**src/source/bus_pkg.sv**
```systemverilog
/*
 * Wishbone bus definitions shared by the masters, the arbiter and the RAM.
 * Widths are in words, so one address selects one 16-bit word.
 */

package bus_pkg;

    localparam int ADR_W = 13; // Word address width
    localparam int DAT_W = 16; // Bus data width

    // Word address into program RAM
    typedef logic [ADR_W-1:0] adr_t;

    // One bus data word
    typedef logic [DAT_W-1:0] dat_t;

    // Current bus owner held by the arbiter
    typedef enum logic [1:0] {
        GNT_NONE,
        GNT_CPU,
        GNT_HOST
    } grant_e;

endpackage

```
**src/source/host_port.sv**
```systemverilog
/*
 * Host access port into program RAM.
 * A one-cycle request becomes one Wishbone classic cycle; host_done_o
 * pulses with the ack, and read data is presented in that same cycle.
 */

`timescale 1ns/10ps

module host_port (
    input  logic          clk,
    input  logic          pon_rst_n_i,
    input  logic          host_req_i,
    input  logic          host_we_i,
    input  bus_pkg::adr_t host_adr_i,
    input  bus_pkg::dat_t host_wdat_i,
    output bus_pkg::dat_t host_rdat_o,
    output logic          host_busy_o,
    output logic          host_done_o,
    output logic          wb_cyc_o,
    output logic          wb_stb_o,
    output logic          wb_we_o,
    output bus_pkg::adr_t wb_adr_o,
    output bus_pkg::dat_t wb_dat_o,
    input  bus_pkg::dat_t wb_dat_i,
    input  logic          wb_ack_i
);

    logic          busy_q;
    logic          we_q;
    logic          accept;
    logic          done;
    bus_pkg::adr_t adr_q;
    bus_pkg::dat_t wdat_q;
    bus_pkg::dat_t rdat_q;

    assign accept = host_req_i & ~busy_q; // Requests while busy are ignored
    assign done   = busy_q & wb_ack_i;

    always_ff @(posedge clk or negedge pon_rst_n_i) begin
        if (!pon_rst_n_i) begin
            busy_q <= 1'b0;
        end else if (accept) begin
            busy_q <= 1'b1;
        end else if (done) begin
            busy_q <= 1'b0; // cyc drops the cycle after ack
        end
    end

    always_ff @(posedge clk) begin
        if (accept) begin
            we_q   <= host_we_i;
            adr_q  <= host_adr_i;
            wdat_q <= host_wdat_i;
        end
        if (done && !we_q) rdat_q <= wb_dat_i;
    end

    assign wb_cyc_o = busy_q;
    assign wb_stb_o = busy_q;
    assign wb_we_o  = busy_q & we_q;
    assign wb_adr_o = adr_q;
    assign wb_dat_o = wdat_q;

    assign host_busy_o = busy_q;
    assign host_done_o = done;
    // Bypass so the word is visible in the done cycle
    assign host_rdat_o = (done && !we_q) ? wb_dat_i : rdat_q;

endmodule

```
**config.mk**
```make
export PLATFORM = sky130hd
export DESIGN_NAME = host_port
export DESIGN_NICKNAME = d
export VERILOG_FILES = /design/src/source/bus_pkg.sv /design/src/source/host_port.sv
export SDC_FILE = /design/constraint.sdc
export NUM_CORES = 1
export LEC_CHECK = 0
export ABC_AREA = 1
export BUFFER_PORTS_ARGS = -buffer_cell sky130_fd_sc_hd__buf_2
export CORE_MARGIN = 2
export CORE_UTILIZATION = 37
export DETAILED_ROUTE_END_ITERATION = 10
export PLACE_DENSITY_LB_ADDON = 0.05
export SLEW_MARGIN = 20
export SYNTH_ARGS = -nofsm -noshare
export SYNTH_HDL_FRONTEND = slang
export SYNTH_SLANG_ARGS = --single-unit
```
**constraint.sdc**
```tcl
create_clock -name clk -period 2.1 [get_ports clk]
set_input_delay 0.105 -clock clk [delete_from_list [all_inputs] [get_ports clk]]
set_output_delay 0.105 -clock clk [all_outputs]
set_load 0.005 [all_outputs]
```
# Word-level counts from Yosys, hierarchy flattened
# Cells that the tools add are included.
[totals] reg_bits=47 out_inout_bits=50 elab_cells=15
[classes] n_mux=3 n_bitwise=4 reduce_logical=3
[ops] cell="16-bit two-way mux" n=1
[ops] cell="1-bit AND" n=3
[ops] cell="1-bit two-way mux" n=2
[ops] cell="2-bit nonzero test" n=1
[ops] cell="1-bit logical AND" n=1
[ops] cell="1-bit zero test" n=1
[ops] cell="1-bit inverter" n=1

# Longest topological paths before layout
[logic_depth] word_depth=3 mapped_depth=5 depth_no_buf=4

# Least setup slack after synthesis
# No wires, ideal clock.
[synth_path] path_kind="register to register" from="reg busy_q (netlist: host_busy_o)" to="reg adr_q[0] (netlist: wb_adr_o[0]) (enable)" arrival_ps=1925 path_slack_ps=-243 stages_incl_launch_ff=3 n_path_buf=1 period_less_slack_ps=2343 path_cell_list="dfrtp_1 -> buf_2 -> nor2_1"
[synth_via] elab_chain_cells=2
[synth_lines] item="from (decl)" line="host_port.sv:28" text="logic busy_q;"
[synth_lines] item="from (signal assigned)" line="host_port.sv:41" text="busy_q <= 1'b0;"
[synth_lines] item="from (signal assigned)" line="host_port.sv:43" text="busy_q <= 1'b1;"
[synth_lines] item="from (signal assigned)" line="host_port.sv:45" text="busy_q <= 1'b0;"
[synth_lines] item="1-bit inverter" line="host_port.sv:36" text="assign accept = host_req_i & ~busy_q;"
[synth_lines] item="1-bit AND" line="host_port.sv:36"
[synth_lines] item="via accept" line="host_port.sv:30" text="logic accept;"
[synth_lines] item="to (signal assigned)" line="host_port.sv:52" text="adr_q <= host_adr_i;"
[synth_lines] item="to (decl)" line="host_port.sv:32" text="bus_pkg::adr_t adr_q;"
# The timed path passes the listed nets, and every way through them passes these cells.
# A chain may end at the register's enable or synchronous reset.

# Final worst setup path
[layout_path] from="reg we_q" to="out host_rdat_o[6]"
[layout_via] elab_chain_cells=3
[layout_lines] item="from (decl)" line="host_port.sv:29" text="logic we_q;"
[layout_lines] item="from (signal assigned)" line="host_port.sv:51" text="we_q <= host_we_i;"
[layout_lines] item="1-bit zero test" line="host_port.sv:67" text="assign host_rdat_o = (done && !we_q) ? wb_dat_i : rdat_q;"
[layout_lines] item="1-bit logical AND" line="host_port.sv:67"
[layout_lines] item="16-bit two-way mux"
[layout_lines] item="to (decl)" line="host_port.sv:16" text="output bus_pkg::dat_t host_rdat_o,"
# Every way passes these cells.

==> flow_summary.toml <==
[timing]
slew_viol_final = 0
fin_tns_setup_ps = 0
max_freq_mhz = 623
fin_crit_ps = 1610
holdWs_ps = 59.2
worstMarginPinSlew_ps = 372
finalSetupViolCount = 0
skew_ps = 5.51
rsz0062_at_grt = "false"
hold_viol_final = 0
slew_headroom_pct = 75.2
finalCritPeriodShare_pct = 76.4

[setup_path]
reg2reg_from = "host_busy_o$_DFFE_PN0P_"
critPathArrivalTime_ps = 1500
path_cells = "inv_2 > nand3_4 > nand2_1 > nand2_1 > buf_2"
cp-start-kind = "flop"
crit_family = "simple AND/OR/NAND/NOR gates"
crit_path_max_fanout = 17
crit_buf_inv = 2
crit_required_ps = 2000
crit_start = "we_q$_DFFE_PP_"
critPathMaxStageDelay_ps = 400
critPathKind = "flop to primary output"
crit_path_frequent_cell = "nand2_1"
end_kind = "primary output"
slowest_stage = "edfxtp_1"

[global_route]
use_met3_pct = 6.25
grt_pass1_wl_um = 5830
grt_pass1_vias = 1271
grt_use_total_pct = 15.4
antenna_found_initial = 0
top_usage_layer = "met2"
grt_max_degree = 31
grt.met2_usage_pct = 25.3
grt_overflow = 0
use_met1_pct = 17.9

[synthesis]
synth.top_cell.area_share_pct = 57.2
synth.most_common_cell = "nand2_1"
ys_seq_elements = 47
synth_common_cells = "nand2_1, edfxtp_1, dfxtp_1, nand4_1, buf_4"
synth_area_um2 = 1570
synth_ff_type = "edfxtp_1"
synth_edf_count = 30
mappedNetlistNets = 163
yosysTopAreaCell = "edfxtp_1"
async_reset_ff_share_pct = 2.13
ys_warn_count = 0
synthTopCellsByArea = "edfxtp_1, dfxtp_1, nand2_1, nand4_1, buf_4"
synthDistinctLibCells = 12
syn-instance-count = 113
synth_seq_area_share_pct = 79.2
avgSynthCellArea_um2 = 13.9

[final_layout]
area_growth_pct = 59.5
fin_util_pct = 61.9
fillers = 340
diodes = 0
fin_nets = 294
final_cells = 295
drive_above_1_share_pct = 44.9

[cts]
clockRootBuffer = "clkbuf_8"
hold_buffers = 31
clock_latency_ps = 290
path_clk_slew_ps = 80
ctsResizeCount = 0
cts_tree = "built"
cts_setup_buffers = 0
h-tree-depth = 2
cts.sinks = 47
cts_made_buffers = 5
max-clock-path-buffers = 2

[power]
leakage_nw = 1.19
ir_drop_v = 0.000386
p_comb_share_pct = 17.5
switching_share_pct = 23.3
switching_power_mw = 0.501
p_int_mw = 1.65
powerDensity_nw_per_um2 = 859
total_power_mw = 2.16
pwr-share-clk_pct = 29.4
p_seq_share_pct = 53.1

[route]
vias = 1307
drt_iter0_drc = 93
first_pass_iters = 4
viasPerCell = 4.43
postRouteAntennaNets = 0
drt-wirelength-per-cell_um = 12.6
drt_wl_total_um = 3720
route.detailed.drc = 0

[min_path]
hold_start = "host_req_i"
hold_class = "input port to flop"

[floorplanning]
die_width_um = 69.2
die_h_um = 69.2
initial_core_util_pct = 38.8
io-pin-count = 100
die_area_um2 = 4790
core_um2 = 4060
rows = 23

[placement]
hpwlAfterDp_um = 2550
port_buffers = 99
place_congestion = 0.708
post-place-cells = 256

[run_status]
status = "finished, final reports clean"

[flow_run]
max_cap_violations = 0
placed cells by master, fill, tap and decap left out:
cell | synthesis | final
nand4_1 | 16 | 16
buf_2 | 3 | 99
buf_4 | 4 | 2
nand3_4 | 1 | 1
dfrtp_1 | 1 | 1
edfxtp_1 | 30 | 30
nor2_2 | 0 | 1
clkbuf_8 | 0 | 5
bufinv_16 | 0 | 1
dlygate4sd3_1 | 0 | 31
dfxtp_1 | 16 | 16
nor2_1 | 3 | 2
nand2_1 | 34 | 34
clkbuf_1 | 0 | 2
inv_1 | 3 | 3
inv_2 | 1 | 1
cell type report:
type	count	area (um^2)	share of cell area, %
clock buffers	7	76.3	3.04
clock inverters	1	30.0	1.20
inverters	4	15.0	0.598
multi-input cells	54	259	10.3
flip-flops and latches	47	1250	49.7
well taps	50	62.6	2.49
repair buffers	132	821	32.7
through the flow:
stage               setup WS [ps]  cell area (um^2)
finish                        495              2510
global route                  334              2510
CTS                           476              2510
detailed placement            794              2090
global placement              819              2090
floorplan                     253              1580
worst register-to-register path: cells and delay by family (launching register included):
family        cells  cell delay (ps)
flops             1              490
buf+inv           1              350
simple gates      1              130
power by group through the flow:
stage / Clock, mW / Combinational [mW] / Sequential (mW)
final: 0.633 / 0.378 / 1.14
after global routing: 0.682 / 0.422 / 1.16
after CTS: 0.646 / 0.383 / 1.14
after detailed placement: 0 / 0.337 / 1.16
after global placement: 0 / 0.328 / 1.16
after floorplan: 0 / 0.154 / 1.16
per-layer routing:
| layer | vias up | routed length, um | part of all wire [%] |
|---|---|---|---|
| met2 | 60 | 1850 | 50 |
| met1 | 585 | 1510 | 41 |
| met4 | 0 | 55 | 1.5 |
| met5 | - | 0 | 0 |
| met3 | 7 | 305 | 8.2 |
| li1 | 655 | - | - |
cells by family (layout without fill, tap and decap cells):
kind of cell  count (synthesis)  after routing  synth area share (%)
simple gates                 54             54                  16.3
flops                        47             47                  79.2
buf+inv                      12            144                  4.53
state kept, by name (all words and copies together) (netlist names):
register,flops
we_q,1
host_busy_o,1
wb_adr_o,13
rdat_q,16
wb_dat_o,16
path summary, 6_finish.rpt:
check	to	slack [ps]	cells after the start
min reg2reg	rdat_q[2]$_DFF_P_	450	2
min	host_busy_o$_DFFE_PN0P_	60	3
max in group asynchronous	host_busy_o$_DFFE_PN0P_	1900	2
max reg2reg	wb_adr_o[0]$_DFFE_PP_	790	2
max	host_rdat_o[6]	490	5
min in group asynchronous	host_busy_o$_DFFE_PN0P_	120	2
Power figures use the tool's default switching activity.
