--- config.mk ---
export PLATFORM = sky130hd
export DESIGN_NAME = wb_arbiter
export DESIGN_NICKNAME = d
export VERILOG_FILES = /design/src/source/bus_pkg.sv /design/src/source/wb_arbiter.sv
export SDC_FILE = /design/constraint.sdc
export NUM_CORES = 1
export LEC_CHECK = 0
export BUFFER_PORTS_ARGS = -buffer_cell sky130_fd_sc_hd__buf_4
export CORE_UTILIZATION = 28
export CTS_BUF_LIST = sky130_fd_sc_hd__clkbuf_16
export CTS_CLUSTER_SIZE = 10
export DETAILED_ROUTE_END_ITERATION = 10
export PLACE_DENSITY = 0.89
export SYNTH_ARGS = -nofsm -noshare
export SYNTH_HDL_FRONTEND = slang
export SYNTH_SLANG_ARGS = --single-unit
export TNS_END_PERCENT = 10
--- constraint.sdc ---
create_clock -name clk -period 1.81 [get_ports clk]
set_input_delay 0.0905 -clock clk [delete_from_list [all_inputs] [get_ports clk]]
set_output_delay 0.0905 -clock clk [all_outputs]
set_load 0.02 [all_outputs]
--- src/source/bus_pkg.sv ---
/*
 * Wishbone bus definitions shared by the masters, the arbiter and the RAM.
 * Widths are in words, so one address selects one 16-bit word.
 */

package bus_pkg;

    localparam int ADR_W = 13; // Word address width
    localparam int DAT_W = 16; // Bus data width

    // Word address into program RAM
    typedef logic [ADR_W-1:0] adr_t;

    // One bus data word
    typedef logic [DAT_W-1:0] dat_t;

    // Current bus owner held by the arbiter
    typedef enum logic [1:0] {
        GNT_NONE,
        GNT_CPU,
        GNT_HOST
    } grant_e;

endpackage

--- src/source/wb_arbiter.sv ---
/*
 * Two-master Wishbone classic arbiter, CPU on master 0, host on master 1.
 * The bus is granted while idle, alternating when both request, and is
 * held until the owner drops cyc. Only the owner receives ack.
 */

`timescale 1ns/10ps

module wb_arbiter (
    input  logic          clk,
    input  logic          pon_rst_n_i,
    input  logic          m0_cyc_i,
    input  logic          m0_stb_i,
    input  bus_pkg::adr_t m0_adr_i,
    output bus_pkg::dat_t m0_dat_o,
    output logic          m0_ack_o,
    input  logic          m1_cyc_i,
    input  logic          m1_stb_i,
    input  logic          m1_we_i,
    input  bus_pkg::adr_t m1_adr_i,
    input  bus_pkg::dat_t m1_dat_i,
    output bus_pkg::dat_t m1_dat_o,
    output logic          m1_ack_o,
    output logic          s_cyc_o,
    output logic          s_stb_o,
    output logic          s_we_o,
    output bus_pkg::adr_t s_adr_o,
    output bus_pkg::dat_t s_dat_o,
    input  bus_pkg::dat_t s_dat_i,
    input  logic          s_ack_i
);

    bus_pkg::grant_e owner_q;
    bus_pkg::grant_e owner_d;
    logic            last_host_q; // Host was served last
    logic            own_cpu;
    logic            own_host;

    always_comb begin
        owner_d = owner_q;
        case (owner_q)
            bus_pkg::GNT_CPU:  if (!m0_cyc_i) owner_d = bus_pkg::GNT_NONE;
            bus_pkg::GNT_HOST: if (!m1_cyc_i) owner_d = bus_pkg::GNT_NONE;
            default: begin
                if (m0_cyc_i && m1_cyc_i)
                    owner_d = last_host_q ? bus_pkg::GNT_CPU : bus_pkg::GNT_HOST;
                else if (m0_cyc_i)
                    owner_d = bus_pkg::GNT_CPU;
                else if (m1_cyc_i)
                    owner_d = bus_pkg::GNT_HOST;
            end
        endcase
    end

    always_ff @(posedge clk or negedge pon_rst_n_i) begin
        if (!pon_rst_n_i) begin
            owner_q     <= bus_pkg::GNT_NONE;
            last_host_q <= 1'b0;
        end else begin
            owner_q <= owner_d;
            if (owner_q == bus_pkg::GNT_NONE && owner_d != bus_pkg::GNT_NONE)
                last_host_q <= (owner_d == bus_pkg::GNT_HOST);
        end
    end

    assign own_cpu  = (owner_q == bus_pkg::GNT_CPU);
    assign own_host = (owner_q == bus_pkg::GNT_HOST);

    // Slave side follows the owner, quiet when nobody holds the grant
    assign s_cyc_o = (own_cpu & m0_cyc_i) | (own_host & m1_cyc_i);
    assign s_stb_o = (own_cpu & m0_stb_i) | (own_host & m1_stb_i);
    assign s_we_o  = own_host & m1_we_i; // CPU only reads
    assign s_adr_o = own_host ? m1_adr_i : m0_adr_i;
    assign s_dat_o = m1_dat_i;

    assign m0_dat_o = s_dat_i;
    assign m1_dat_o = s_dat_i;
    assign m0_ack_o = own_cpu & s_ack_i;
    assign m1_ack_o = own_host & s_ack_i;

endmodule

* Yosys cells after proc, flatten, opt, wreduce, memory -nomap -nowiden
Index checks and enable logic that the tools add are counted.
** Storage, ports and cells
- Memories kept :: 0
- Latch bits :: 0
- Bits in read-only memories :: 0
- Output and inout port bits :: 66
- Input port bits :: 66
- Word-level logic and storage cells :: 26
- RAM bits :: 0
- Register bits after elaboration :: 3
** Cells by class
- Mux-type cells :: 8
- Shift-type cells :: 0
- Reductions and logical operators :: 4
- Multipliers :: 0
- Bitwise logic cells :: 9
- Divide/modulo/power cells :: 0
- Add/subtract/negate cells :: 0
- Order comparisons :: 0
- Equality and inequality tests :: 3
** Operator list (count)
- $mux W13 :: 1
- $mux W2 :: 6
- $and A1 B1 Y1 :: 7
- $eq A2 B2 Y1 const B :: 2
- $pmux W2 S2 :: 1
- $eq A2 B1 Y1 const B :: 1
- $logic_and A1 B1 Y1 :: 2
- $logic_not A2 Y1 :: 1
- $or A1 B1 Y1 :: 2
- $reduce_bool A2 Y1 :: 1

* Logic depth before layout (Yosys ltp)
- Depth in word-level cells :: 6
- Gate-level depth with buffers :: 7
- Depth with buffers taken out :: 6

* Worst setup path after synthesis
OpenSTA, ideal clock, no wires.
- Path kind :: flip-flop to flip-flop
- From :: reg owner_q[0]
- To :: reg last_host_q
- Arrival time :: 1.357 ns
- Path buffers :: 1
- Clock period less this slack :: 1.481 ns
- Library setup time :: 0.125 ns
- Required time :: 1.685 ns
- Slack :: 0.329 ns
- Stages on the path, launching flop included :: 7
- Path through :: dfrtp_1 inv_1 ha_1 buf_6 a22o_4 a41o_1 a2bb2oi_2
** Between the ends
- Longest elaborated chain between the ends :: 6
- Elaborated cells between the ends (all ways) :: 12
- Classes of those cells :: eq/ne (3); mux (6); reduce/logical (3)
** Ends and longest elaborated chain
- start, declared :: RTL line wb_arbiter.sv:33 : bus_pkg::grant_e owner_q;
- start signal, assigned :: RTL line wb_arbiter.sv:57 : owner_q <= bus_pkg::GNT_NONE;
- start signal, assigned :: RTL line wb_arbiter.sv:60 : owner_q <= owner_d;
- $mux W2 :: RTL line wb_arbiter.sv:49 : else if (m1_cyc_i)
- $mux W2 :: RTL line wb_arbiter.sv:47 : else if (m0_cyc_i)
- $mux W2 :: RTL line wb_arbiter.sv:45 : if (m0_cyc_i && m1_cyc_i)
- $pmux W2 S2 :: RTL line wb_arbiter.sv:41 : case (owner_q)
- $reduce_bool A2 Y1 :: RTL line wb_arbiter.sv:61 : if (owner_q == bus_pkg::GNT_NONE && owner_d != bus_pkg::GNT_NONE)
- $logic_and A1 B1 Y1 :: RTL line wb_arbiter.sv:61
- end signal, assigned :: RTL line wb_arbiter.sv:62 : last_host_q <= (owner_d == bus_pkg::GNT_HOST);
- end, declared :: RTL line wb_arbiter.sv:35 : logic last_host_q;
Several ways; a longest one is shown, not always the timed one.
A chain may end at the register's enable or synchronous reset.

* Worst setup path after layout
- From :: reg owner_q[0]
- To :: out s_adr_o[9]
** Between the ends
- Longest elaborated chain between the ends :: 2
** Ends and longest elaborated chain
- $eq A2 B2 Y1 :: RTL line wb_arbiter.sv:67 : assign own_host = (owner_q == bus_pkg::GNT_HOST);
- $mux W13 :: RTL line wb_arbiter.sv:73 : assign s_adr_o = own_host ? m1_adr_i : m0_adr_i;
- end, declared :: RTL line wb_arbiter.sv:27 : output bus_pkg::adr_t s_adr_o,
No other way between the ends.

==> results.txt <==
worst-path maximum fanout = 10
power density relative to cell area = 1450 nW/µm²
Critical Path Source Type = flip-flop
overall global routing resource usage = 13.3%
Longest Clk Path Bufs = 2
synth unique cells = 22
clock sink count = 3
worst flop-to-flop path endpoint = last_host_q
cell repeated most along the worst path = buf_4
placed wire-length estimate = 1.70 mm
worst reg2reg startpoint = owner_q[1]
maximum number of pins on one net before global-route repair = 11
depth of the worst hold-timing path = 0
number of routed nets with antenna violations = 0
fin. max-slew vios = 0
MaxCap Viol Count = 0
Num CTS Buffers = 3
worst setup slack for register-to-register paths = 0.36 ns
post-synth net total = 160
Via Count = 602
Sequential Area = 75.1 µm²
net count reported at finish = 169
Primary FF master, synth = dfrtp_1
I/O Pins = 132
number of synthesized flops with an enable pin = 0
Die Ht = 55.3 µm
sequential element share of the synthesized area = 9.43%
area of the die = 3060 µm²
initial cell density of the core = 30.7%
worst clock skew on the final layout = 0.000118 ns
clock network latency to the later pin of the worst-skew pair = 0.22 ns
number of setup violations in the final report = 0
number of antenna violations at the first check in global routing = 0
post-synthesis cell area = 796 µm²
average wire per cell in the routed design = 15.5 µm
setup repair after global routing missed its margin = false
critical path data arrival time = 1.64 ns
reported leakage power = 0.479 nW
fillcell total = 259
DP Cell Count = 123
class of the most critical setup path = reg2out
port buffer count = 51
Post-CTS Setup Inserts = 0
final routed wirelength across all metal layers = 1.98 mm
global placer's final weighted congestion = 0.974
Cell Count, Final, Fillers Out = 128
via count of the first global-routing pass = 653
total area of multi-input combinational cells = 339 µm²
via density per instance = 4.70
Max Clock Freq = 577 MHz
Critical Path Max Stage Delay = 0.39 ns
FFs w/ async S/R, synth = 100%
CP required = 1.72 ns
slowest cell on the critical path = dfrtp_1
ratio of final minimum period to clock period = 95.7%
number of H-tree branching levels = 1
Die W = 55.3 µm
Hold Vio Cnt, Final = 0
transition time at the pin with the least slew margin = 0.247 ns
clock input transition at the sequential cells of the worst setup and hold paths = 0.03 ns
first-pass GRT wire length = 3.16 mm
maximum ir drop on the vdd rail = 476 µV
Pre-antenna DRT Iters = 4
worst hold path class = in2out
end point of the most critical hold path = s_dat_o[0]
total negative slack = 0 ns
CTS root buffer = clkbuf_16
post-layout power = 1.37 mW
startpoint of the lowest-slack hold path = m1_dat_i[0]
TritonCTS clock tree = yes
length in cells of the worst reg-to-reg path = 6
iteration-0 DRC count of the detailed router = 14
number of core rows = 18
core area = 2590 µm²
number of synthesized register bits = 3
DRC = 0
number of cells produced by synthesis = 90
remaining max-slew budget at the tightest pin = 83.5%
clock period minus worst slack = 1.73 ns
outcome = finished, final reports clean
layout overhead on the synthesized area = 18.9%
aggregate global routing overflow = 0
fraction of layout cells with a size suffix above 1 = 74.5%
Synthesis Warnings = 0
number of inserted diodes = 0
post-place setup slack = 0.283 ns
Critical Path End Type = output port
critical path, cell by cell = inv_1 > ha_2 > buf_4 > mux2_2 > buf_4
final worst setup slack = 0.0781 ns
synthesized area per cell = 8.84 µm²
[per-stage QoR]
step	area [µm²]	util (%)	hold WS (ns)
2_1_floorplan	796	-	-0.205
3_3_place_gp	855	33.0	-0.120
3_5_place_dp	855	33.0	-0.117
4_1_cts	943	36.4	0.181
5_1_grt	946	36.5	0.181
6_report	946	36.5	0.181
[layout by cell type, fill, tap and decap left out, types with 2 or more instances in the layout]
master and n:
inv_1 3, buf_4 53, dfrtp_1 3, clkbuf_16 3
and2_1 3, a22o_1 2, ha_1 3, mux2_2 13
[cell usage after synthesis (all sizes together) (2+ instances only)]
cell | n | share of area, %
a22o | 3 | 4.4
a2bb2oi | 2 | 3.0
and2 | 3 | 2.4
buf | 50 | 47
dfrtp | 3 | 9.4
ha | 4 | 6.3
inv | 2 | 0.94
mux2 | 13 | 18
o21ai | 2 | 1.3
[area by class of cell]
type / count / area share [%]
sequential: 3 / 7.94
inverter: 2 / 0.794
clock inverter: 1 / 0.397
tap: 30 / 3.97
multi-input combinational: 35 / 35.8
timing repair buffer: 54 / 43.1
clock buffer: 3 / 7.94
[cells by family after synthesis]
family	share of synthesized area (%)
AOI/OAI and AO/OA	11.0
adders and majority gates	6.29
buffers and inverters	48.3
DFF	9.43
muxes	18.4
and+or+nand+nor	6.60
[worst max-delay path by stage]
stage,startpoint,endpoint,slack [ns]
6_report,owner_q[0],s_adr_o[9],0.08
5_1_grt,owner_q[0],s_adr_o[11],0.01
4_1_cts,owner_q[0],s_adr_o[11],0.05
3_5_place_dp,owner_q[0],s_adr_o[11],0.28
3_3_place_gp,owner_q[0],s_adr_o[5],0.36
2_1_floorplan,owner_q[0],last_host_q,0.33
[repair_timing]
item | in CTS | in global routing
hold buffers | 1 | 0
setup endpoints to repair | 0 | 4
endpoints found under the hold margin | 3 | 0
resized for setup | 0 | 1
[where the power goes]
part | internal, mW | leakage [nW] | total, mW | switching, mW
clock network | 0.285 | 0.0423 | 0.346 | 0.0608
logic | 0.457 | 0.400 | 0.895 | 0.438
registers | 0.100 | 0.0372 | 0.128 | 0.0270
[critical path, delay by kind of cell, from the launching register on]
kind / cells / cell delay (ns)
fa+ha+maj: 1 / 0.22
flops: 1 / 0.39
buf+inv: 3 / 0.45
mux: 1 / 0.35
[flip-flops by register name, summed over array words and instances, names as in the netlist]
name and cells:
last_host_q 1, owner_q 2
[per-layer routing]
metal	vias to the layer above	track usage, %	share of wire, %
met5	-	0	0
met4	0	9.29	4.5
met3	16	7.73	15
met2	68	20.1	45
met1	251	13.7	36
li1	267	-	-
(Power assumes the default switching activity.)
