$ cat src/source/bus_pkg.sv
/*
 * Wishbone bus definitions shared by the masters, the arbiter and the RAM.
 * Widths are in words, so one address selects one 16-bit word.
 */

package bus_pkg;

    localparam int ADR_W = 13; // Word address width
    localparam int DAT_W = 16; // Bus data width

    // Word address into program RAM
    typedef logic [ADR_W-1:0] adr_t;

    // One bus data word
    typedef logic [DAT_W-1:0] dat_t;

    // Current bus owner held by the arbiter
    typedef enum logic [1:0] {
        GNT_NONE,
        GNT_CPU,
        GNT_HOST
    } grant_e;

endpackage

$ cat src/source/isa_pkg.sv
/*
 * Instruction set definitions for the CPU core.
 * Fields: opcode 15:12, rd 11:9, ra 6:4, rb 2:0, imm 7:0, jump target 11:0.
 * Opcodes not listed in opcode_e execute as NOP.
 */

package isa_pkg;

    localparam int NUM_REGS = 8; // General purpose registers

    // One instruction word
    typedef logic [15:0] instr_t;

    // Register number
    typedef logic [2:0] reg_idx_t;

    // Program counter, one word address
    typedef logic [12:0] pc_t;

    typedef enum logic [3:0] {
        OP_NOP  = 4'd0,
        OP_ADD  = 4'd1,
        OP_SUB  = 4'd2,
        OP_LDI  = 4'd4,
        OP_AND  = 4'd5,
        OP_XOR  = 4'd6,
        OP_JMP  = 4'd13,
        OP_HALT = 4'd15
    } opcode_e;

    // Core sequencing
    typedef enum logic [1:0] {
        ST_IDLE,
        ST_FETCH,
        ST_EXEC,
        ST_HALT
    } core_state_e;

endpackage

$ cat src/source/cpu_core.sv
/*
 * Fetch and execute CPU with eight 16-bit registers.
 * Each instruction is read over a Wishbone classic master port, then
 * executed in the cycle after ack. HALT stops the core until reset.
 */

`timescale 1ns/10ps

module cpu_core (
    input  logic            clk,
    input  logic            pon_rst_n_i,
    input  logic            run_i,
    output logic            wb_cyc_o,
    output logic            wb_stb_o,
    output bus_pkg::adr_t   wb_adr_o,
    input  bus_pkg::dat_t   wb_dat_i,
    input  logic            wb_ack_i,
    output isa_pkg::pc_t    pc_o,
    output bus_pkg::dat_t   r6_o,
    output logic            halt_o
);

    isa_pkg::core_state_e state_q;
    isa_pkg::core_state_e state_d;
    isa_pkg::pc_t         pc_q;
    isa_pkg::pc_t         pc_d;
    isa_pkg::instr_t      instr_q;
    isa_pkg::opcode_e     opcode;
    isa_pkg::reg_idx_t    rd;
    isa_pkg::reg_idx_t    ra;
    isa_pkg::reg_idx_t    rb;
    bus_pkg::dat_t        regs [isa_pkg::NUM_REGS];
    bus_pkg::dat_t        op_a;
    bus_pkg::dat_t        op_b;
    bus_pkg::dat_t        rf_wdat;
    logic                 rf_we;

    // Instruction fields
    assign opcode = isa_pkg::opcode_e'(instr_q[15:12]);
    assign rd     = instr_q[11:9];
    assign ra     = instr_q[6:4];
    assign rb     = instr_q[2:0];
    assign op_a   = regs[ra];
    assign op_b   = regs[rb];

    // Fetch is always a read at the PC
    assign wb_cyc_o = (state_q == isa_pkg::ST_FETCH);
    assign wb_stb_o = (state_q == isa_pkg::ST_FETCH);
    assign wb_adr_o = pc_q;
    assign halt_o   = (state_q == isa_pkg::ST_HALT);

    // Execute datapath
    always_comb begin
        pc_d    = pc_q + 13'd1;
        rf_we   = 1'b0;
        rf_wdat = '0;
        case (opcode)
            isa_pkg::OP_ADD: begin
                rf_we   = 1'b1;
                rf_wdat = op_a + op_b;
            end
            isa_pkg::OP_SUB: begin
                rf_we   = 1'b1;
                rf_wdat = op_a - op_b;
            end
            isa_pkg::OP_LDI: begin
                rf_we   = 1'b1;
                rf_wdat = {8'h00, instr_q[7:0]}; // Zero extended
            end
            isa_pkg::OP_AND: begin
                rf_we   = 1'b1;
                rf_wdat = op_a & op_b;
            end
            isa_pkg::OP_XOR: begin
                rf_we   = 1'b1;
                rf_wdat = op_a ^ op_b;
            end
            isa_pkg::OP_JMP:  pc_d = {1'b0, instr_q[11:0]};
            isa_pkg::OP_HALT: pc_d = pc_q; // PC stays on the HALT word
            isa_pkg::OP_NOP:  pc_d = pc_q + 13'd1;
            default:          pc_d = pc_q + 13'd1; // Undefined opcodes
        endcase
    end

    always_comb begin
        state_d = state_q;
        case (state_q)
            isa_pkg::ST_IDLE: begin
                if (run_i) state_d = isa_pkg::ST_FETCH;
            end
            isa_pkg::ST_FETCH: begin
                if (wb_ack_i) state_d = isa_pkg::ST_EXEC;
            end
            isa_pkg::ST_EXEC: begin
                if (opcode == isa_pkg::OP_HALT) state_d = isa_pkg::ST_HALT;
                else if (run_i)                 state_d = isa_pkg::ST_FETCH;
                else                            state_d = isa_pkg::ST_IDLE;
            end
            default: state_d = isa_pkg::ST_HALT; // Only reset leaves
        endcase
    end

    always_ff @(posedge clk or negedge pon_rst_n_i) begin
        if (!pon_rst_n_i) begin
            state_q <= isa_pkg::ST_IDLE;
            pc_q    <= '0;
            for (int i = 0; i < isa_pkg::NUM_REGS; i++) begin
                regs[i] <= '0;
            end
        end else begin
            state_q <= state_d;
            if (state_q == isa_pkg::ST_EXEC) begin
                pc_q <= pc_d;
                if (rf_we) regs[rd] <= rf_wdat;
            end
        end
    end

    // Fetched word, valid in the ack cycle
    always_ff @(posedge clk) begin
        if (wb_cyc_o && wb_ack_i) instr_q <= wb_dat_i;
    end

    // Status copies lag the architectural state by one cycle
    always_ff @(posedge clk or negedge pon_rst_n_i) begin
        if (!pon_rst_n_i) begin
            pc_o <= '0;
            r6_o <= '0;
        end else begin
            pc_o <= pc_q;
            r6_o <= regs[3'd6];
        end
    end

endmodule

$ cat config.mk
export PLATFORM = sky130hd
export DESIGN_NAME = cpu_core
export DESIGN_NICKNAME = d
export VERILOG_FILES = /design/src/source/bus_pkg.sv /design/src/source/isa_pkg.sv /design/src/source/cpu_core.sv
export SDC_FILE = /design/constraint.sdc
export NUM_CORES = 1
export LEC_CHECK = 0
export BUFFER_PORTS_ARGS = -buffer_cell sky130_fd_sc_hd__buf_2
export CAP_MARGIN = 20
export CORE_MARGIN = 1.5
export CORE_UTILIZATION = 60
export CTS_CLUSTER_DIAMETER = 80
export DETAILED_ROUTE_END_ITERATION = 6
export PLACE_DENSITY = 0.79
export SETUP_SLACK_MARGIN = 0.02
export SLEW_MARGIN = 25
export SYNTH_ARGS = -nofsm -noshare
export SYNTH_HDL_FRONTEND = slang
export SYNTH_SLANG_ARGS = --single-unit
$ cat constraint.sdc
create_clock -name clk -period 7.9 [get_ports clk]
set_clock_uncertainty 0.1 [all_clocks]
set_input_delay 1.58 -clock clk [delete_from_list [all_inputs] [get_ports clk]]
set_output_delay 1.58 -clock clk [all_outputs]
set_load 0.05 [all_outputs]
# After elaboration in Yosys (flattened, before gate mapping)
# Cells that the tools add are included.
[classes] n_addsub=3 order_cmp=4 eq_ne=12 muxes=17 bitwise=6 reduce_logical=7
[ops] op="bitwise mux 128 bit" count=1
[ops] op="binary-select mux 16 bit (select 3 bit)" count=2
[ops] op="two-way mux 16 bit" count=5
[ops] op="one-hot mux 16 bit (5 select lines)" count=1
[ops] op="demux 16 bit (select 3 bit)" count=1
[ops] op="one-hot mux 13 bit (2 select lines)" count=1
[ops] op="adder 16 bit" count=1
[ops] op="bitwise AND 16 bit" count=1
[ops] op="subtractor 16 bit" count=1
[ops] op="XOR 16 bit" count=1
[ops] op="adder 13 x 1 -> 13 bit (second input constant)" count=1
[ops] op="== test 4 x 3 -> 1 bit (second input constant)" count=3
[ops] op=">= comparator 4 bit (second input constant)" count=3
[ops] op="NOT 3 -> 4 bit" count=3
[ops] op="== test 4 bit (second input constant)" count=2
[ops] op="two-way mux 2 bit" count=3
[ops] op="one-hot mux 2 bit (3 select lines)" count=1
[ops] op="AND reduction 2 bit" count=3
[ops] op="OR reduction 5 bit" count=1
[ops] op="== test 2 bit (second input constant)" count=2
[ops] op="== test 4 x 1 -> 1 bit (second input constant)" count=1
[ops] op="== test 4 x 2 -> 1 bit (second input constant)" count=1
[ops] op="less-than comparator 4 x 1 -> 1 bit (second input constant)" count=1
[ops] op="== test 2 x 1 -> 1 bit (second input constant)" count=1
[ops] op="6 further kinds" count=8
[word_totals] register_bits=188 input_bits=20 elab_cells=62

# Longest topological paths before layout
# Gate-level depths: netlist (run 1).
[depth] ltp_word=7 mapped_depth=21 depth_no_buf=17

# Worst setup path before layout (run 1)
# No wires, ideal clock.
[synth_path] path_kind="register to register" start="register instr_q[1]" end="register regs[126] in the netlist's numbering" setup_ns=0.156 arrival_ns=4.689 path_slack_ns=2.954 path_stages_with_launch=21 synth_period_minus_slack_ns=4.946 cell_sequence="edfxtp_1 buf_6 buf_2 buf_6 buf_4 buf_2 mux4_2 mux2i_1 ha_1 a41o_1 o21ai_0 a21oi_1 xor2_1 ha_1 a21o_1 nor3_1 o211ai_1 a31oi_1 xnor2_1 a222oi_1 o21ai_0"
[synth_between] elab_chain_cells=7
[synth_rtl] element="start, declared" line_no="cpu_core.sv:27" source="isa_pkg::instr_t instr_q;"
[synth_rtl] element="start signal, assigned" line_no="cpu_core.sv:121" source="if (wb_cyc_o && wb_ack_i) instr_q <= wb_dat_i;"
[synth_rtl] element="NOT 3 -> 4 bit (implied by the code) *" line_no="cpu_core.sv:44" source="assign op_b = regs[rb];"
[synth_rtl] element="binary-select mux 16 bit (select 3 bit) *" line_no="cpu_core.sv:44"
[synth_rtl] element="two-way mux 16 bit (implied by the code) * (2 in series)" line_no="cpu_core.sv:44"
[synth_rtl] element="subtractor 16 bit (tied with other cells)" line_no="cpu_core.sv:64" source="rf_wdat = op_a - op_b;"
[synth_rtl] element="one-hot mux 16 bit (5 select lines) *" line_no="cpu_core.sv:57" source="case (opcode)"
[synth_rtl] element="bitwise mux 128 bit *" line_no="cpu_core.sv:114" source="if (rf_we) regs[rd] <= rf_wdat;"
[synth_rtl] element="end signal, assigned by index" line_no="cpu_core.sv:114"
[synth_rtl] element="end, declared" line_no="cpu_core.sv:32" source="bus_pkg::dat_t regs [isa_pkg::NUM_REGS];"
# Every way passes the cells marked *; elsewhere a longest branch is shown, timed or not. The select of a mux whose other input is x is not followed.
# A chain may end at the register's enable or synchronous reset.

# Final worst setup path (run 1)
[layout_path] start="register instr_q[2]" end="register regs[62] in the netlist's numbering"
# Same word-level chain as after synthesis.

==> impl_metrics.toml, run 1 <==
[timing]
hold_viol = 0
fin_crit_sh_pct = 70.8
holdWs_ns = 0.330
setup_viol = 0
period_minus_slack_ns = 5.60
tightest_slew_ns = 1.07
slew_headroom_pct = 28.2
report.final.slew_viol_count = 0
max_freq_ghz = 0.179
rsz0062_at_grt = "false"
fin_tns_setup_ns = 0

[routing]
wl_um = 24600
route.detailed.drc = 0
drt_first_pass_iters = 6
dr_total_vias = 7616
avgRoutedWirePerCell_um = 21.2
drtIter0Drc = 693
vias_per_cell = 6.54
ant_nets = 0

[yosys]
netlist_instances = 882
synth.area.top_cells = "dfrtp_1 42%, mux4_2 13%, mux2_2 6.4%"
yosysMostFrequentCell = "dfrtp_1"
ys_warn_count = 0
yosysTopAreaCellShare_pct = 41.8
synth_cell_types = 67
syn_area_um2 = 10300
async_reset_ff_share_pct = 91.5
syn-mean-instance-area_um2 = 11.7
synth_edf_count = 16
synth.ff_latch_count = 188
synth_top_cell_by_area = "dfrtp_1"
ys.flop_type = "dfrtp_1"
synth_nets = 936
synthTopCellsByCount = "172 x dfrtp_1, 101 x nor2_1, 75 x a21oi_1"
seq_area_frac_synth_pct = 46.4

[clocking]
clk_pin_slew_ns = 0.07
cts_hold_buf = 0
clock_sinks = 188
clock-root-buffer = "clkbuf_16"
clock_latency_ns = 0.44
cts_htree_levels = 4
post_cts_buffers = 0
cts_buffers = 17
cts_tree = "yes"
cts.repair.resized = 0
clockBufferDepth = 2

[floorplan]
initial_core_util_pct = 61.7
row_count = 47
die_w_um = 134
top_level_ports = 65
die_area_um2 = 18000
die_h_um = 134
core_area_um2 = 16700

[finish]
syn2layout_area_growth_pct = 11.1
drive_gt1_share_pct = 26.6
final_cells = 1164
antenna_cells = 0
design.final.nets = 985

[worst_setup_path]
cp.arrival_ns = 5.77
start_kind = "flop"
worstReg2RegStart = "instr_q[2]$_DFFE_PP_"
reg2regPathDepth = 16
crit_required_ns = 8.07
reg2reg_to = "regs[62]$_DFFE_PN0P_"
worstSetupPathType = "reg2reg"
cp-end-kind = "flop"
ff2ff_setup_slack_ns = 2.30
critPathMaxFanout = 30

[min_path]
hp-class = "reg2reg"
holdPathEnd = "pc_o[9]$_DFF_PN0_"
min-delay-start = "wb_adr_o[9]$_DFFE_PN0P_"
min_path_cells = 0

[run_status]
outcome = "finished clean"

[global_routing]
grt_pass1_vias = 7585
grt_pass1_wl_um = 40300
grt_usage_pct = 29.1
antenna_found_initial = 0
grt-ovfl-total = 0
grt_max_degree = 97

[place]
port_buffers = 64
place_inst = 1131
dp_hpwl_um = 16200
gp_congestion = 0.948

[power_and_ir_drop]
vdd_ir_drop_max_v = 0.000154
p_per_area_nw_per_um2 = 162
power.leakage_nw = 5.35

[run]
cap_viol_max_count = 0
## final cells by class
class / instances / area (um^2)
clock buffers: 19 / 464
clock inverters: 13 / 129
fillers: 1237 / 5250
inverters: 11 / 41.3
multi-input cells: 630 / 5290
flip-flops and latches: 188 / 4780
well taps: 220 / 275
repair buffers: 83 / 470
## state kept, by name, indices dropped and copies added (netlist names)
| register | cells |
|---|---|
| wb_adr_o | 13 |
| state_q | 2 |
| r6_o | 16 |
| instr_q | 16 |
| pc_o | 13 |
| regs | 128 |
## worst max-delay path by stage
stage,endpoint,start,slack (ns)
2_1_floorplan,regs[126]$_DFFE_PN0P_,instr_q[1]$_DFFE_PP_,2.95
3_3_place_gp,regs[62]$_DFFE_PN0P_,instr_q[2]$_DFFE_PP_,2.54
3_5_place_dp,regs[126]$_DFFE_PN0P_,instr_q[2]$_DFFE_PP_,2.38
4_1_cts,regs[126]$_DFFE_PN0P_,instr_q[2]$_DFFE_PP_,2.42
5_1_grt,regs[60]$_DFFE_PN0P_,instr_q[2]$_DFFE_PP_,1.84
6_report,regs[62]$_DFFE_PN0P_,instr_q[2]$_DFFE_PP_,2.30
## kinds of logic (layout without fill, tap and decap cells)
group	count (synthesis)	in the layout	synth area share, %
compound gates	211	211	12.8
mux	131	131	21.3
buf+inv	64	126	2.66
simple gates	230	230	10.4
flops	188	188	46.4
xor+xnor	24	24	2.17
fa+ha+maj	34	34	4.20
## per-stage QoR
step / cell area, um^2 / setup slack, ns / power, mW / utilization (%)
after floorplan: 10300 / 2.95 / 0.993 / -
after global placement: 10800 / 2.54 / 1.02 / 64.9
after detailed placement: 10800 / 2.38 / 1.02 / 65.0
after CTS: 11400 / 2.42 / 1.87 / 68.5
after global routing: 11500 / 1.84 / 1.91 / 68.6
final: 11500 / 2.30 / 1.85 / 68.6
## layout by cell type, fill, tap and decap left out, types with 16 or more instances in the layout
master and instances:
a21oi_1 75, nand2_1 53, o21ai_0 55, ha_1 33
mux2_2 59, dfrtp_1 172, buf_2 63, mux4_2 59
edfxtp_1 16, nor2_1 100, nor3_1 21, buf_4 17
clkbuf_16 18
## power breakdown
part | leakage [nW] | total, mW | internal, mW | switching (mW)
registers | 2.54 | 0.973 | 0.973 | 0
clock network | 0.294 | 0.859 | 0.470 | 0.389
logic | 2.52 | 0.0219 | 0.00402 | 0.0179
## worst max-delay path, cell delays in order, from the launching register on
cell,delay (ns)
edfxtp_1,0.90
buf_4,0.50
mux4_2,0.36
mux2_2,0.33
and3b_1,0.29
a41o_1,0.21
o21ai_0,0.18
a21oi_1,0.22
xor2_1,0.18
ha_1,0.31
a21o_1,0.24
nor3_1,0.13
o211ai_1,0.11
a31oi_1,0.23
xnor2_1,0.09
a222oi_1,0.81
o21ai_0,0.21
## routing by layer
layer	vias to the layer above	routed length, um	part of all wire [%]	GRT usage [%]
met1	3788	10300	42	39.9
met4	0	668	2.7	10.3
li1	3420	-	-	-
met3	67	1870	7.6	6.08
met5	-	0	0	0
met2	341	11800	48	46.8
Note: power is estimated with default switching activity, not from simulation.
==> run 2: changes to the inputs <==
- CORE_UTILIZATION: 60 -> 55
- PLACE_DENSITY: 0.79 -> 0.76
- clock period: 7.9 -> 4.8 ns (I/O delays scaled with it)
==> run 2 against run 1 <==
Against the previous run:
- largest cell class unchanged
- flip-flop and latch count unchanged
- worst hold slack worse by 0.00074 ns
- sequential power up 64%
- die area up 8.9%
- largest power group unchanged
- highest routed layer unchanged
- count of clock-buffer cells in the layout down 1
- sequential share of layout area down 1.1 points
- worst setup slack worse by 2.0 ns
- critical path type unchanged
- the run now ends with DRC left
==> impl_metrics.toml, run 2 (synthesis results as in run 1) <==
[global_routing]
grt_max_degree = 110
antenna_found_initial = 0
grt-ovfl-total = 0
grt_pass1_vias = 7625
grt_usage_pct = 27.6
grt_pass1_wl_um = 41700

[place]
gp_congestion = 1.03
place_inst = 1163
port_buffers = 64
dp_hpwl_um = 17500

[finish]
final_cell_mix = "172 x dfrtp_1, 100 x nor2_1, 73 x a21oi_1"
regMostFlops = "regs"
syn2layout_area_growth_pct = 14.2
final_common_cell = "dfrtp_1"
reg_top3 = "regs (128), instr_q (16), r6_o (16)"
drive_gt1_share_pct = 29.0
antenna_cells = 0
final_cells = 1197
largest_reg_flops = 128
design.final.nets = 1009

[power_and_ir_drop]
vdd_ir_drop_max_v = 0.000230
power.leakage_nw = 5.51
p_per_area_nw_per_um2 = 262

[worst_setup_path]
critPathMaxFanout = 17
start_kind = "flop"
cp.arrival_ns = 4.70
worstSetupPathType = "reg2reg"
crit_required_ns = 5.02
cp-end-kind = "flop"
reg2regPathDepth = 18

[timing]
period_minus_slack_ns = 4.48
setup_viol = 0
hold_viol = 0
slew_headroom_pct = 37.9
fin_tns_setup_ns = 0
tightest_slew_ns = 0.928
rsz0062_at_grt = "false"
fin_crit_sh_pct = 93.3
max_freq_ghz = 0.223
report.final.slew_viol_count = 0

[routing]
vias_per_cell = 6.43
dr_total_vias = 7699
drt_first_pass_iters = 7
ant_nets = 0
route.detailed.drc = 9
avgRoutedWirePerCell_um = 21.4
wl_um = 25600
drtIter0Drc = 750

[run_status]
outcome = "finished with violations"
violations = "DRC"

[floorplan]
row_count = 49
die_area_um2 = 19600
initial_core_util_pct = 56.8
top_level_ports = 65
core_area_um2 = 18100
die_h_um = 140
die_w_um = 140

[clocking]
cts_tree = "yes"
cts_buffers = 17
clk_pin_slew_ns = 0.07
clock-root-buffer = "clkbuf_16"
cts_htree_levels = 4
clock_latency_ns = 0.44
clock_sinks = 188
clockBufferDepth = 2

[run]
cap_viol_max_count = 0

[min_path]
min_path_cells = 0
hp-class = "reg2reg"
-- run 2: worst max-delay path, stage by stage, from the launching register on --
cell	delay, ns
edfxtp_1	0.53
buf_4	0.20
buf_12	0.15
nor3_2	0.23
o32a_1	0.19
o221ai_1	0.13
buf_4	0.17
nor4_4	0.34
a31oi_1	0.15
xnor2_1	0.14
ha_1	0.35
a21o_1	0.18
a21o_1	0.20
nor3_1	0.21
a21oi_2	0.13
a221oi_2	0.27
xor2_1	0.20
o21ai_2	0.15
mux2_2	0.32
-- run 2: final timing paths --
check,start,end,slack (ns)
min in group asynchronous,pon_rst_n_i,regs[11]$_DFFE_PN0P_,0.53
max reg2reg,instr_q[2]$_DFFE_PP_,regs[15]$_DFFE_PN0P_,0.32
min reg2reg,wb_adr_o[12]$_DFFE_PN0P_,pc_o[12]$_DFF_PN0_,0.33
max,instr_q[2]$_DFFE_PP_,regs[15]$_DFFE_PN0P_,0.32
min,wb_adr_o[12]$_DFFE_PN0P_,pc_o[12]$_DFF_PN0_,0.33
max in group asynchronous,pon_rst_n_i,regs[5]$_DFFE_PN0P_,3.23
-- run 2: area by class of cell --
type	count	area, um^2
Inverter	11	41.3
Clock buffer	18	439
Tap cell	229	287
Multi-Input combinational cell	630	5330
Sequential cell	188	4780
Fill cell	1349	6370
Timing Repair Buffer	107	739
Clock inverter	14	158
-- run 2: repair_timing --
item | CTS | global route
gates resized for setup | 0 | 11
buffers inserted | 0 | 2
hold buffers | 0 | 0
endpoints found under the setup margin | 0 | 46
-- run 2: stage by stage --
| step | setup slack (ns) | util (%) | hold slack (ns) | total power, mW | area [um^2] |
|---|---|---|---|---|---|
| after floorplan | 0.0357 | - | 0.278 | 1.63 | 10300 |
| after global placement | 0.221 | 61.2 | 0.306 | 1.67 | 11100 |
| after detailed placement | 0.134 | 61.3 | 0.312 | 1.67 | 11100 |
| after CTS | 0.0458 | 64.6 | 0.329 | 3.11 | 11700 |
| after global routing | 0.0383 | 64.9 | 0.340 | 3.18 | 11800 |
| final | 0.322 | 64.9 | 0.329 | 3.09 | 11800 |
-- run 2: report_power, final --
part	internal (mW)	switching (mW)	total (mW)
Sequential	1.60	0	1.60
Clock	0.794	0.654	1.45
Combinational	0.00762	0.0295	0.0371
-- run 2: routing by layer --
metal,part of all wire [%],global-route usage [%],up-vias
met5,0,0,-
met4,2.0,9.03,0
met3,7.4,5.47,52
met2,48,44.9,336
met1,42,37.7,3850
li1,-,-,3461
